===== src/verilog/jpeg_rle_pkg.sv =====
package jpeg_rle_pkg;

	// Quantized coefficient in two's complement.
	typedef logic signed [11:0] coef_t;

	typedef logic [3:0] size_t;
	typedef logic [3:0] run_t;
	typedef logic [11:0] amp_t;

	// Zigzag index within an 8x8 block.
	typedef logic [5:0] pos_t;

	// One run-length symbol. eob is set only on the end-of-block symbol.
	typedef struct packed
	{
		logic  dc;
		logic  eob;
		run_t  run;
		size_t size;
		amp_t  amp;
	} rle_sym_t;

	localparam run_t ZRL_RUN = 4'd15;

	// Sixteen zeros.
	localparam rle_sym_t ZRL_SYM = '{dc: 1'b0, eob: 1'b0, run: ZRL_RUN, size: 4'd0,
		amp: 12'd0};

	// End of block with run 0 and size 0.
	localparam rle_sym_t EOB_SYM = '{dc: 1'b0, eob: 1'b1, run: 4'd0, size: 4'd0,
		amp: 12'd0};

endpackage


===== src/verilog/jpeg_bus_pkg.sv =====
package jpeg_bus_pkg;

	// Wishbone classic request from master to slave.
	typedef struct packed
	{
		logic [3:0]  adr;
		logic [31:0] dat;
		logic        we;
		logic        cyc;
		logic        stb;
	} wb_req_t;

	// Slave to master.
	typedef struct packed
	{
		logic [31:0] dat;
		logic        ack;
	} wb_rsp_t;

	// Word addresses.
	localparam logic [3:0] ADR_COEF   = 4'd0;
	localparam logic [3:0] ADR_SYM    = 4'd1;
	localparam logic [3:0] ADR_STATUS = 4'd2;

endpackage


===== src/verilog/jpeg_size_cat.sv =====
`timescale 1ns/1ps

module jpeg_size_cat
(
	input  jpeg_rle_pkg::coef_t coef,
	output jpeg_rle_pkg::size_t size,
	output jpeg_rle_pkg::amp_t  amp
);

	logic [11:0] mag;
	logic [12:0] mask;

	// Magnitude. -2048 comes out as 12'h800.
	assign mag = coef[11] ? 12'(-coef) : 12'(coef);

	// Bit length of the magnitude.
	always_comb
	begin
		size = '0;
		for (int i = 0; i < 12; i++)
		begin
			if (mag[i])
				size = jpeg_rle_pkg::size_t'(i + 1);
		end
	end

	assign mask = (13'd1 << size) - 13'd1;

	// Negative values send coef - 1 truncated to size bits.
	assign amp = coef[11] ? jpeg_rle_pkg::amp_t'(coef - 12'sd1) & mask[11:0] : coef;

endmodule


===== src/verilog/jpeg_run_counter.sv =====
`timescale 1ns/1ps

module jpeg_run_counter
(
	input  logic                   clk,
	input  logic                   rst,
	input  logic                   coef_valid,
	input  jpeg_rle_pkg::coef_t    coef,
	output logic                   coef_ready,
	output logic                   raw_valid,
	output jpeg_rle_pkg::rle_sym_t raw_sym,
	input  logic                   raw_ready,
	output jpeg_rle_pkg::pos_t     pos
);

	typedef enum logic [1:0] {st_idle, st_emit, st_emit_eob} state_t;

	state_t                 state;
	jpeg_rle_pkg::run_t     run;
	logic                   eob_owed;
	jpeg_rle_pkg::size_t    size;
	jpeg_rle_pkg::amp_t     amp;
	jpeg_rle_pkg::rle_sym_t new_sym;
	logic                   make_sym;
	logic                   owe_eob;
	logic                   clear_run;
	logic                   accept;

	jpeg_size_cat u_size_cat
	(
		.coef (coef),
		.size (size),
		.amp  (amp)
	);

	assign raw_valid  = (state != st_idle);
	// Held off while an EOB is still owed after a ZRL at position 63.
	assign coef_ready = (state == st_idle) || (raw_ready && !eob_owed);
	assign accept     = coef_valid && coef_ready;

	////////////////////////////////////////
	// Symbol decode for the incoming coefficient.
	////////////////////////////////////////

	always_comb
	begin
		new_sym   = '{dc: 1'b0, eob: 1'b0, run: run, size: size, amp: amp};
		make_sym  = 1'b1;
		owe_eob   = 1'b0;
		clear_run = 1'b1;
		if (pos == '0)
		begin
			new_sym.dc  = 1'b1;
			new_sym.run = '0;
		end
		else if (coef == '0)
		begin
			if (run == jpeg_rle_pkg::ZRL_RUN)
			begin
				// Sixteenth zero.
				new_sym = jpeg_rle_pkg::ZRL_SYM;
				owe_eob = (pos == '1);
			end
			else if (pos == '1)
				new_sym = jpeg_rle_pkg::EOB_SYM;
			else
			begin
				make_sym  = 1'b0;
				clear_run = 1'b0;
			end
		end
	end

	////////////////////////////////////////
	// Position, run and output state.
	////////////////////////////////////////

	always_ff @(posedge clk or negedge rst)
	begin
		if (!rst)
		begin
			state    <= st_idle;
			pos      <= '0;
			run      <= '0;
			eob_owed <= 1'b0;
		end
		else if (accept)
		begin
			pos      <= pos + 1'b1;
			run      <= clear_run ? '0 : run + 1'b1;
			eob_owed <= owe_eob;
			state    <= make_sym ? st_emit : st_idle;
		end
		else if (raw_valid && raw_ready)
		begin
			eob_owed <= 1'b0;
			state    <= eob_owed ? st_emit_eob : st_idle;
		end
	end

	always_ff @(posedge clk)
	begin
		if (accept && make_sym)
			raw_sym <= new_sym;
		else if (raw_valid && raw_ready && eob_owed)
			raw_sym <= jpeg_rle_pkg::EOB_SYM;
	end

endmodule


===== src/verilog/jpeg_rzs.sv =====
`timescale 1ns/1ps

module jpeg_rzs
(
	input  logic                   clk,
	input  logic                   rst,
	input  logic                   raw_valid,
	input  jpeg_rle_pkg::rle_sym_t raw_sym,
	output logic                   raw_ready,
	output logic                   out_valid,
	output jpeg_rle_pkg::rle_sym_t out_sym,
	input  logic                   out_ready
);

	typedef enum logic {st_pass, st_release} state_t;

	state_t                 state;
	logic [1:0]             pending;
	jpeg_rle_pkg::rle_sym_t hold_sym;
	logic                   slot_free;
	logic                   take;
	logic                   is_zrl;
	logic                   pass_now;

	assign slot_free = !out_valid || out_ready;
	assign raw_ready = (state == st_pass) && slot_free;
	assign take      = raw_valid && raw_ready;
	assign is_zrl    = (raw_sym.run == jpeg_rle_pkg::ZRL_RUN) && (raw_sym.size == '0);

	// EOB drops whatever ZRLs are pending.
	assign pass_now = raw_sym.eob || (pending == '0);

	////////////////////////////////////////
	// Pending ZRL count and output valid.
	////////////////////////////////////////

	always_ff @(posedge clk or negedge rst)
	begin
		if (!rst)
		begin
			state     <= st_pass;
			pending   <= '0;
			out_valid <= 1'b0;
		end
		else
		begin
			case (state)
				st_pass:
				begin
					if (take)
					begin
						if (is_zrl)
						begin
							pending   <= pending + 1'b1;
							out_valid <= 1'b0;
						end
						else if (pass_now)
						begin
							pending   <= '0;
							out_valid <= 1'b1;
						end
						else
						begin
							// First held ZRL goes out now.
							pending   <= pending - 1'b1;
							out_valid <= 1'b1;
							state     <= st_release;
						end
					end
					else if (out_ready)
						out_valid <= 1'b0;
				end
				st_release:
				begin
					if (out_ready)
					begin
						if (pending == '0)
							state <= st_pass;
						else
							pending <= pending - 1'b1;
					end
				end
			endcase
		end
	end

	always_ff @(posedge clk)
	begin
		if (take && !is_zrl)
		begin
			hold_sym <= raw_sym;
			out_sym  <= pass_now ? raw_sym : jpeg_rle_pkg::ZRL_SYM;
		end
		else if (state == st_release && out_ready)
			out_sym <= (pending == '0) ? hold_sym : jpeg_rle_pkg::ZRL_SYM;
	end

endmodule


===== src/verilog/jpeg_sym_fifo.sv =====
`timescale 1ns/1ps

module jpeg_sym_fifo
#(
	parameter int FIFO_DEPTH = 64,
	parameter int CNT_W      = $clog2(FIFO_DEPTH) + 1
)
(
	input  logic                   clk,
	input  logic                   rst,
	input  logic                   push,
	input  jpeg_rle_pkg::rle_sym_t push_sym,
	output logic                   not_full,
	input  logic                   pop,
	output jpeg_rle_pkg::rle_sym_t head,
	output logic [CNT_W-1:0]       count
);

	localparam int AW = $clog2(FIFO_DEPTH);

	jpeg_rle_pkg::rle_sym_t mem [FIFO_DEPTH];
	logic [AW-1:0]          wr_ptr;
	logic [AW-1:0]          rd_ptr;
	logic                   do_push;
	logic                   do_pop;

	assign not_full = (count != CNT_W'(FIFO_DEPTH));
	assign do_push  = push && not_full;
	assign do_pop   = pop && (count != '0);
	assign head     = mem[rd_ptr];

	// Pointers wrap on their own since the depth is a power of two.
	always_ff @(posedge clk or negedge rst)
	begin
		if (!rst)
		begin
			wr_ptr <= '0;
			rd_ptr <= '0;
			count  <= '0;
		end
		else
		begin
			if (do_push)
				wr_ptr <= wr_ptr + 1'b1;
			if (do_pop)
				rd_ptr <= rd_ptr + 1'b1;
			case ({do_push, do_pop})
				2'b10:   count <= count + 1'b1;
				2'b01:   count <= count - 1'b1;
				default: count <= count;
			endcase
		end
	end

	always_ff @(posedge clk)
	begin
		if (do_push)
			mem[wr_ptr] <= push_sym;
	end

endmodule


===== src/verilog/jpeg_wb_slave.sv =====
`timescale 1ns/1ps

module jpeg_wb_slave
#(
	parameter int FIFO_DEPTH = 64,
	parameter int CNT_W      = $clog2(FIFO_DEPTH) + 1
)
(
	input  logic                   clk,
	input  logic                   rst,
	input  jpeg_bus_pkg::wb_req_t  wb_req,
	output jpeg_bus_pkg::wb_rsp_t  wb_rsp,
	output logic                   coef_valid,
	output jpeg_rle_pkg::coef_t    coef,
	input  logic                   coef_ready,
	output logic                   pop,
	input  jpeg_rle_pkg::rle_sym_t head,
	input  logic [CNT_W-1:0]       count,
	input  jpeg_rle_pkg::pos_t     pos
);

	logic        ack;
	logic [31:0] rd_dat;
	logic [31:0] rd_next;
	logic        start;
	logic        coef_wr;
	logic        sym_rd;

	// New transfer. The ack cycle and a pending coefficient block a restart.
	assign start   = wb_req.cyc && wb_req.stb && !ack && !coef_valid;
	assign coef_wr = start && wb_req.we && (wb_req.adr == jpeg_bus_pkg::ADR_COEF);
	assign sym_rd  = start && !wb_req.we && (wb_req.adr == jpeg_bus_pkg::ADR_SYM);
	assign pop     = sym_rd && (count != '0);

	////////////////////////////////////////
	// Read data mux.
	////////////////////////////////////////

	always_comb
	begin
		rd_next = '0;
		if (!wb_req.we)
		begin
			if (wb_req.adr == jpeg_bus_pkg::ADR_SYM && count != '0)
				rd_next = {1'b1, 9'b0, head.eob, head.dc, head.run, head.size, head.amp};
			else if (wb_req.adr == jpeg_bus_pkg::ADR_STATUS)
				rd_next = {10'b0, pos, 16'(count)};
		end
	end

	always_ff @(posedge clk or negedge rst)
	begin
		if (!rst)
		begin
			ack        <= 1'b0;
			coef_valid <= 1'b0;
		end
		else
		begin
			// Coefficient writes ack one cycle after the counter takes them.
			ack <= (start && !coef_wr) || (coef_valid && coef_ready);
			if (coef_wr)
				coef_valid <= 1'b1;
			else if (coef_ready)
				coef_valid <= 1'b0;
		end
	end

	always_ff @(posedge clk)
	begin
		if (coef_wr)
			coef <= jpeg_rle_pkg::coef_t'(wb_req.dat[11:0]);
		if (start)
			rd_dat <= rd_next;
	end

	assign wb_rsp = '{dat: rd_dat, ack: ack};

endmodule


===== src/verilog/jpeg_rle_top.sv =====
`timescale 1ns/1ps

module jpeg_rle_top
#(
	parameter int FIFO_DEPTH = 64,
	parameter int CNT_W      = $clog2(FIFO_DEPTH) + 1
)
(
	input  logic                  clk,
	input  logic                  rst,
	input  jpeg_bus_pkg::wb_req_t wb_req,
	output jpeg_bus_pkg::wb_rsp_t wb_rsp
);

	logic                   coef_valid;
	logic                   coef_ready;
	jpeg_rle_pkg::coef_t    coef;
	logic                   raw_valid;
	logic                   raw_ready;
	jpeg_rle_pkg::rle_sym_t raw_sym;
	logic                   out_valid;
	logic                   out_ready;
	jpeg_rle_pkg::rle_sym_t out_sym;
	logic                   pop;
	jpeg_rle_pkg::rle_sym_t head;
	logic [CNT_W-1:0]       count;
	jpeg_rle_pkg::pos_t     pos;

	jpeg_wb_slave #(.FIFO_DEPTH(FIFO_DEPTH), .CNT_W(CNT_W)) u_wb_slave
	(
		.clk        (clk),
		.rst        (rst),
		.wb_req     (wb_req),
		.wb_rsp     (wb_rsp),
		.coef_valid (coef_valid),
		.coef       (coef),
		.coef_ready (coef_ready),
		.pop        (pop),
		.head       (head),
		.count      (count),
		.pos        (pos)
	);

	jpeg_run_counter u_run_counter
	(
		.clk        (clk),
		.rst        (rst),
		.coef_valid (coef_valid),
		.coef       (coef),
		.coef_ready (coef_ready),
		.raw_valid  (raw_valid),
		.raw_sym    (raw_sym),
		.raw_ready  (raw_ready),
		.pos        (pos)
	);

	// ZRLs ahead of an EOB are dropped here.
	jpeg_rzs u_rzs
	(
		.clk       (clk),
		.rst       (rst),
		.raw_valid (raw_valid),
		.raw_sym   (raw_sym),
		.raw_ready (raw_ready),
		.out_valid (out_valid),
		.out_sym   (out_sym),
		.out_ready (out_ready)
	);

	jpeg_sym_fifo #(.FIFO_DEPTH(FIFO_DEPTH), .CNT_W(CNT_W)) u_sym_fifo
	(
		.clk      (clk),
		.rst      (rst),
		.push     (out_valid),
		.push_sym (out_sym),
		.not_full (out_ready),
		.pop      (pop),
		.head     (head),
		.count    (count)
	);

endmodule


===== config.mk =====
export PLATFORM = sky130hd
export DESIGN_NAME = jpeg_rle_top
export DESIGN_NICKNAME = d
export VERILOG_FILES = /design/src/verilog/jpeg_rle_pkg.sv /design/src/verilog/jpeg_bus_pkg.sv /design/src/verilog/jpeg_size_cat.sv /design/src/verilog/jpeg_run_counter.sv /design/src/verilog/jpeg_rzs.sv /design/src/verilog/jpeg_sym_fifo.sv /design/src/verilog/jpeg_wb_slave.sv /design/src/verilog/jpeg_rle_top.sv
export SDC_FILE = /design/constraint.sdc
export NUM_CORES = 1
export LEC_CHECK = 0
export ABC_CLOCK_PERIOD_IN_PS = 3800
export BUFFER_PORTS_ARGS = -buffer_cell sky130_fd_sc_hd__buf_4
export CORE_MARGIN = 2
export CORE_UTILIZATION = 30
export CTS_CLUSTER_DIAMETER = 200
export DETAILED_ROUTE_END_ITERATION = 16
export MAX_ROUTING_LAYER = met4
export PLACE_DENSITY = 0.44
export SYNTH_ARGS = -nofsm -noshare
export SYNTH_HDL_FRONTEND = slang
export SYNTH_SLANG_ARGS = --single-unit

===== constraint.sdc =====
create_clock -name clk -period 3.8 [get_ports clk]
set_input_delay 0.76 -clock clk [delete_from_list [all_inputs] [get_ports clk]]
set_output_delay 0.76 -clock clk [all_outputs]
set_load 0.02 [all_outputs]

==> impl_metrics.tcl <==
set metrics [dict create \
    worst_slew_pin_slew_ns 1.212 \
    power.density_mw_per_mm2 534.7 \
    finalHoldViolations 0 \
    routed_via_density 4.920 \
    fin_crit_ns 3.570 \
    status "completed" \
    drcViolationCount 0 \
    multi_input_area_sq_mm 0.01355 \
    max-vdd-ir-drop_uv 480.3 \
    clk_path_buf_depth 3 \
    ys_types 72 \
    clk_latency_ns 0.82 \
    cellLeakagePower_nw 23.38 \
    synth_flop_cell "edfxtp_1" \
    fmax_mhz 280.1 \
    seq_area_frac_synth 0.7663 \
    relSlewSlack 0.1917 \
    antenna_found_initial 12 \
    io_pins 74 \
    hold_depth 1 \
    dr.pass1.iters 5 \
    drive_gt1_frac 0.3352 \
    layout_common_cells "edfxtp_1 (1509), mux4_2 (462), buf_4 (182), clkbuf_16 (168), nand2_1 (67)" \
    start_kind "register" \
    crit_path_max_fanout 13 \
    grt_max_degree 65 \
    wl_mm 156.1 \
    seqCellArea_sq_mm 0.04628 \
    dpl.cell_count 5404 \
    io_buffers 44 \
    synth_async_sr_flop_share 0.02456 \
    cts_tree "built" \
    cp-end-kind "register" \
    die_w_microns 452.6 \
    fp-row-count 164 \
    netlist_instances 2675 \
    htreeDepth 4 \
    crit_type "reg2reg" \
    cap_violations 0 \
    die_y_microns 452.6 \
    r2r_cells 17 \
    areaGrowthSynthToFinish_pct 17.69 \
    skew_ns 0.02442 \
    cts-buffers-inserted 166 \
    grt_pass1_wl_mm 222.0 \
    first_global_vias 29820 \
    ys_ff_latch 1547 \
    hpwl_mm 90.95 \
    clk_pin_slew_ns 0.06 \
    drtAntennaViolNets 0 \
    start_util 0.3021 \
    fin_nets 2973 \
    syn_avg_cell_area_sq_um 22.57 \
    ys_warn_count 0 \
    rsz0062_at_grt "false" \
    post_drt_wl_per_cell_microns 27.31 \
    root_buffer "clkbuf_16" \
    final_cell_count_no_fill 5715 \
    dieArea_sq_mm 0.2049 \
    nFillCells 18340 \
    maxSlewViolCount 0 \
    synthesis.area_sq_mm 0.06038 \
    core_sq_mm 0.1999 \
    hold_path_class "in2reg" \
    setup_viol 0 \
    layout_commonest_cell "edfxtp_1" \
    required_ns 4.44 \
    fin_setup_tns_ns 0 \
    grtUsageTotal 0.1573 \
    cts_sinks 1547 \
    post-cts-setup-buffers 0 \
    drtIter0Drc 2350 \
    gr-total-overflow 0 \
    synth_edf_count 1509 \
    vias 28120 \
    place.gp.congestion 0.8152 \
    period_share 0.9396 \
    arrival_ns 4.21 \
]
[logic make-up after synthesis]
| logic type | synth area share |
|---|---|
| compound gates | 0.01602 |
| xor+xnor | 0.003481 |
| mux | 0.1733 |
| flops | 0.7663 |
| buf+inv | 0.01283 |
| simple gates | 0.02476 |
| fa+ha+maj | 0.003233 |
| other cells | 0.00006211 |
[worst max-delay path: stages (launching register included)]
cell and delay (ns):
edfxtp_1 0.39, inv_1 0.07, ha_1 0.17, buf_4 0.19, or3b_2 0.51, nand2_1 0.11
xnor2_1 0.06, o22a_1 0.21, o22ai_2 0.21, nand3_2 0.13, o21ai_1 0.22, nand2_1 0.09
ha_2 0.26, o41ai_4 0.11, nand3_1 0.13, o22ai_1 0.22, nand4_1 0.12, a31oi_1 0.19
[report_power, final]
group / switching [mW] / leakage [nW] / internal [mW]
logic: 1.27 / 4.92 / 1.40
registers: 0.0636 / 15.7 / 18.5
clock network: 6.91 / 2.76 / 9.86
[sequential cells by signal, summed over array words and instances, names as in the netlist, 7 cells and up]
register	flops
u_sym_fifo.mem	1408
u_wb_slave.rd_dat	23
u_run_counter.raw_sym	22
u_rzs.hold_sym	22
u_rzs.out_sym	22
u_wb_slave.coef	12
u_sym_fifo.count	7
[per-layer routing]
| layer | track usage | part of all wire |
|---|---|---|
| met4 | 0.03677 | 0.019 |
| met2 | 0.2628 | 0.51 |
| met5 | - | 0 |
| met1 | 0.2026 | 0.43 |
| met3 | 0.02297 | 0.038 |
[per-stage QoR]
step / power, mW / worst slack [ns] / area (sq um) / utilization / hold WS (ns)
2_1_floorplan: 20.74 / 0.2729 / 60410 / - / 0.4273
3_3_place_gp: 21.63 / 0.06576 / 65320 / 0.3268 / 0.4379
3_5_place_dp: 21.66 / 0.1455 / 65320 / 0.3268 / 0.4407
4_1_cts: 38.50 / 0.1624 / 71050 / 0.3555 / 0.06725
5_1_grt: 39.27 / 0.008871 / 71060 / 0.3555 / 0.07393
6_report: 37.99 / 0.2296 / 71060 / 0.3555 / 0.1330
[what timing repair did]
action                                  4_1_cts  5_1_grt
endpoints found under the setup margin        0        4
resized for setup                             0        3
hold buffers                                  1        0
hold endpoints to repair                     38        0
[synthesized netlist by cell type (all sizes together) (4+ instances only)]
cell    number  share of area
nand2       67         0.0042
ha          14         0.0029
nor3        11         0.0014
nor4b        5        0.00073
nand4       11         0.0011
o21ai       37         0.0031
xor2         5        0.00073
mux2i        5        0.00083
clkbuf      84         0.0052
nor4         6        0.00062
buf         70         0.0062
dfrtp       38          0.016
nand2b       8        0.00083
nand3b       4        0.00050
or2          5        0.00052
edfxtp    1509           0.75
mux4       462           0.17
nor2b       14         0.0015
inv         23         0.0014
o22a         5        0.00073
o22ai        5        0.00062
xnor2       19         0.0028
a21oi       40         0.0033
nor3b        5        0.00062
nand3       25         0.0022
or3          7        0.00073
a22o        22         0.0032
nor2       114         0.0074
and2         5        0.00052
[layout make-up]
cell class                 instances  area share
tap                             2656     0.04677
clock buffer                     210     0.06237
inverter                          23    0.001215
clock inverter                    99     0.01808
sequential                      1547      0.6513
timing repair buffer             219     0.02951
antenna                            1  0.00003522
multi-input combinational        960      0.1907
[final timing paths]
kind                                                           endpoint                                    from  slack (ns)
worst max-delay path            u_run_counter.raw_sym[10]$_SDFFCE_PN0P_            u_wb_slave.coef[0]$_DFFE_PP_        0.23
worst min-delay path                       u_wb_slave.coef[3]$_DFFE_PP_                               wb_req[6]        0.13
worst max register to register  u_run_counter.raw_sym[10]$_SDFFCE_PN0P_            u_wb_slave.coef[0]$_DFFE_PP_        0.23
worst min register to register              u_rzs.hold_sym[3]$_DFFE_PP_  u_run_counter.raw_sym[3]$_SDFFCE_PN0P_        0.45
max in group asynchronous              u_sym_fifo.rd_ptr[2]$_DFFE_PN0P_                                     rst        2.90
min in group asynchronous               u_sym_fifo.count[1]$_DFFE_PN0P_                                     rst        0.48
(Power assumes the default switching activity.)
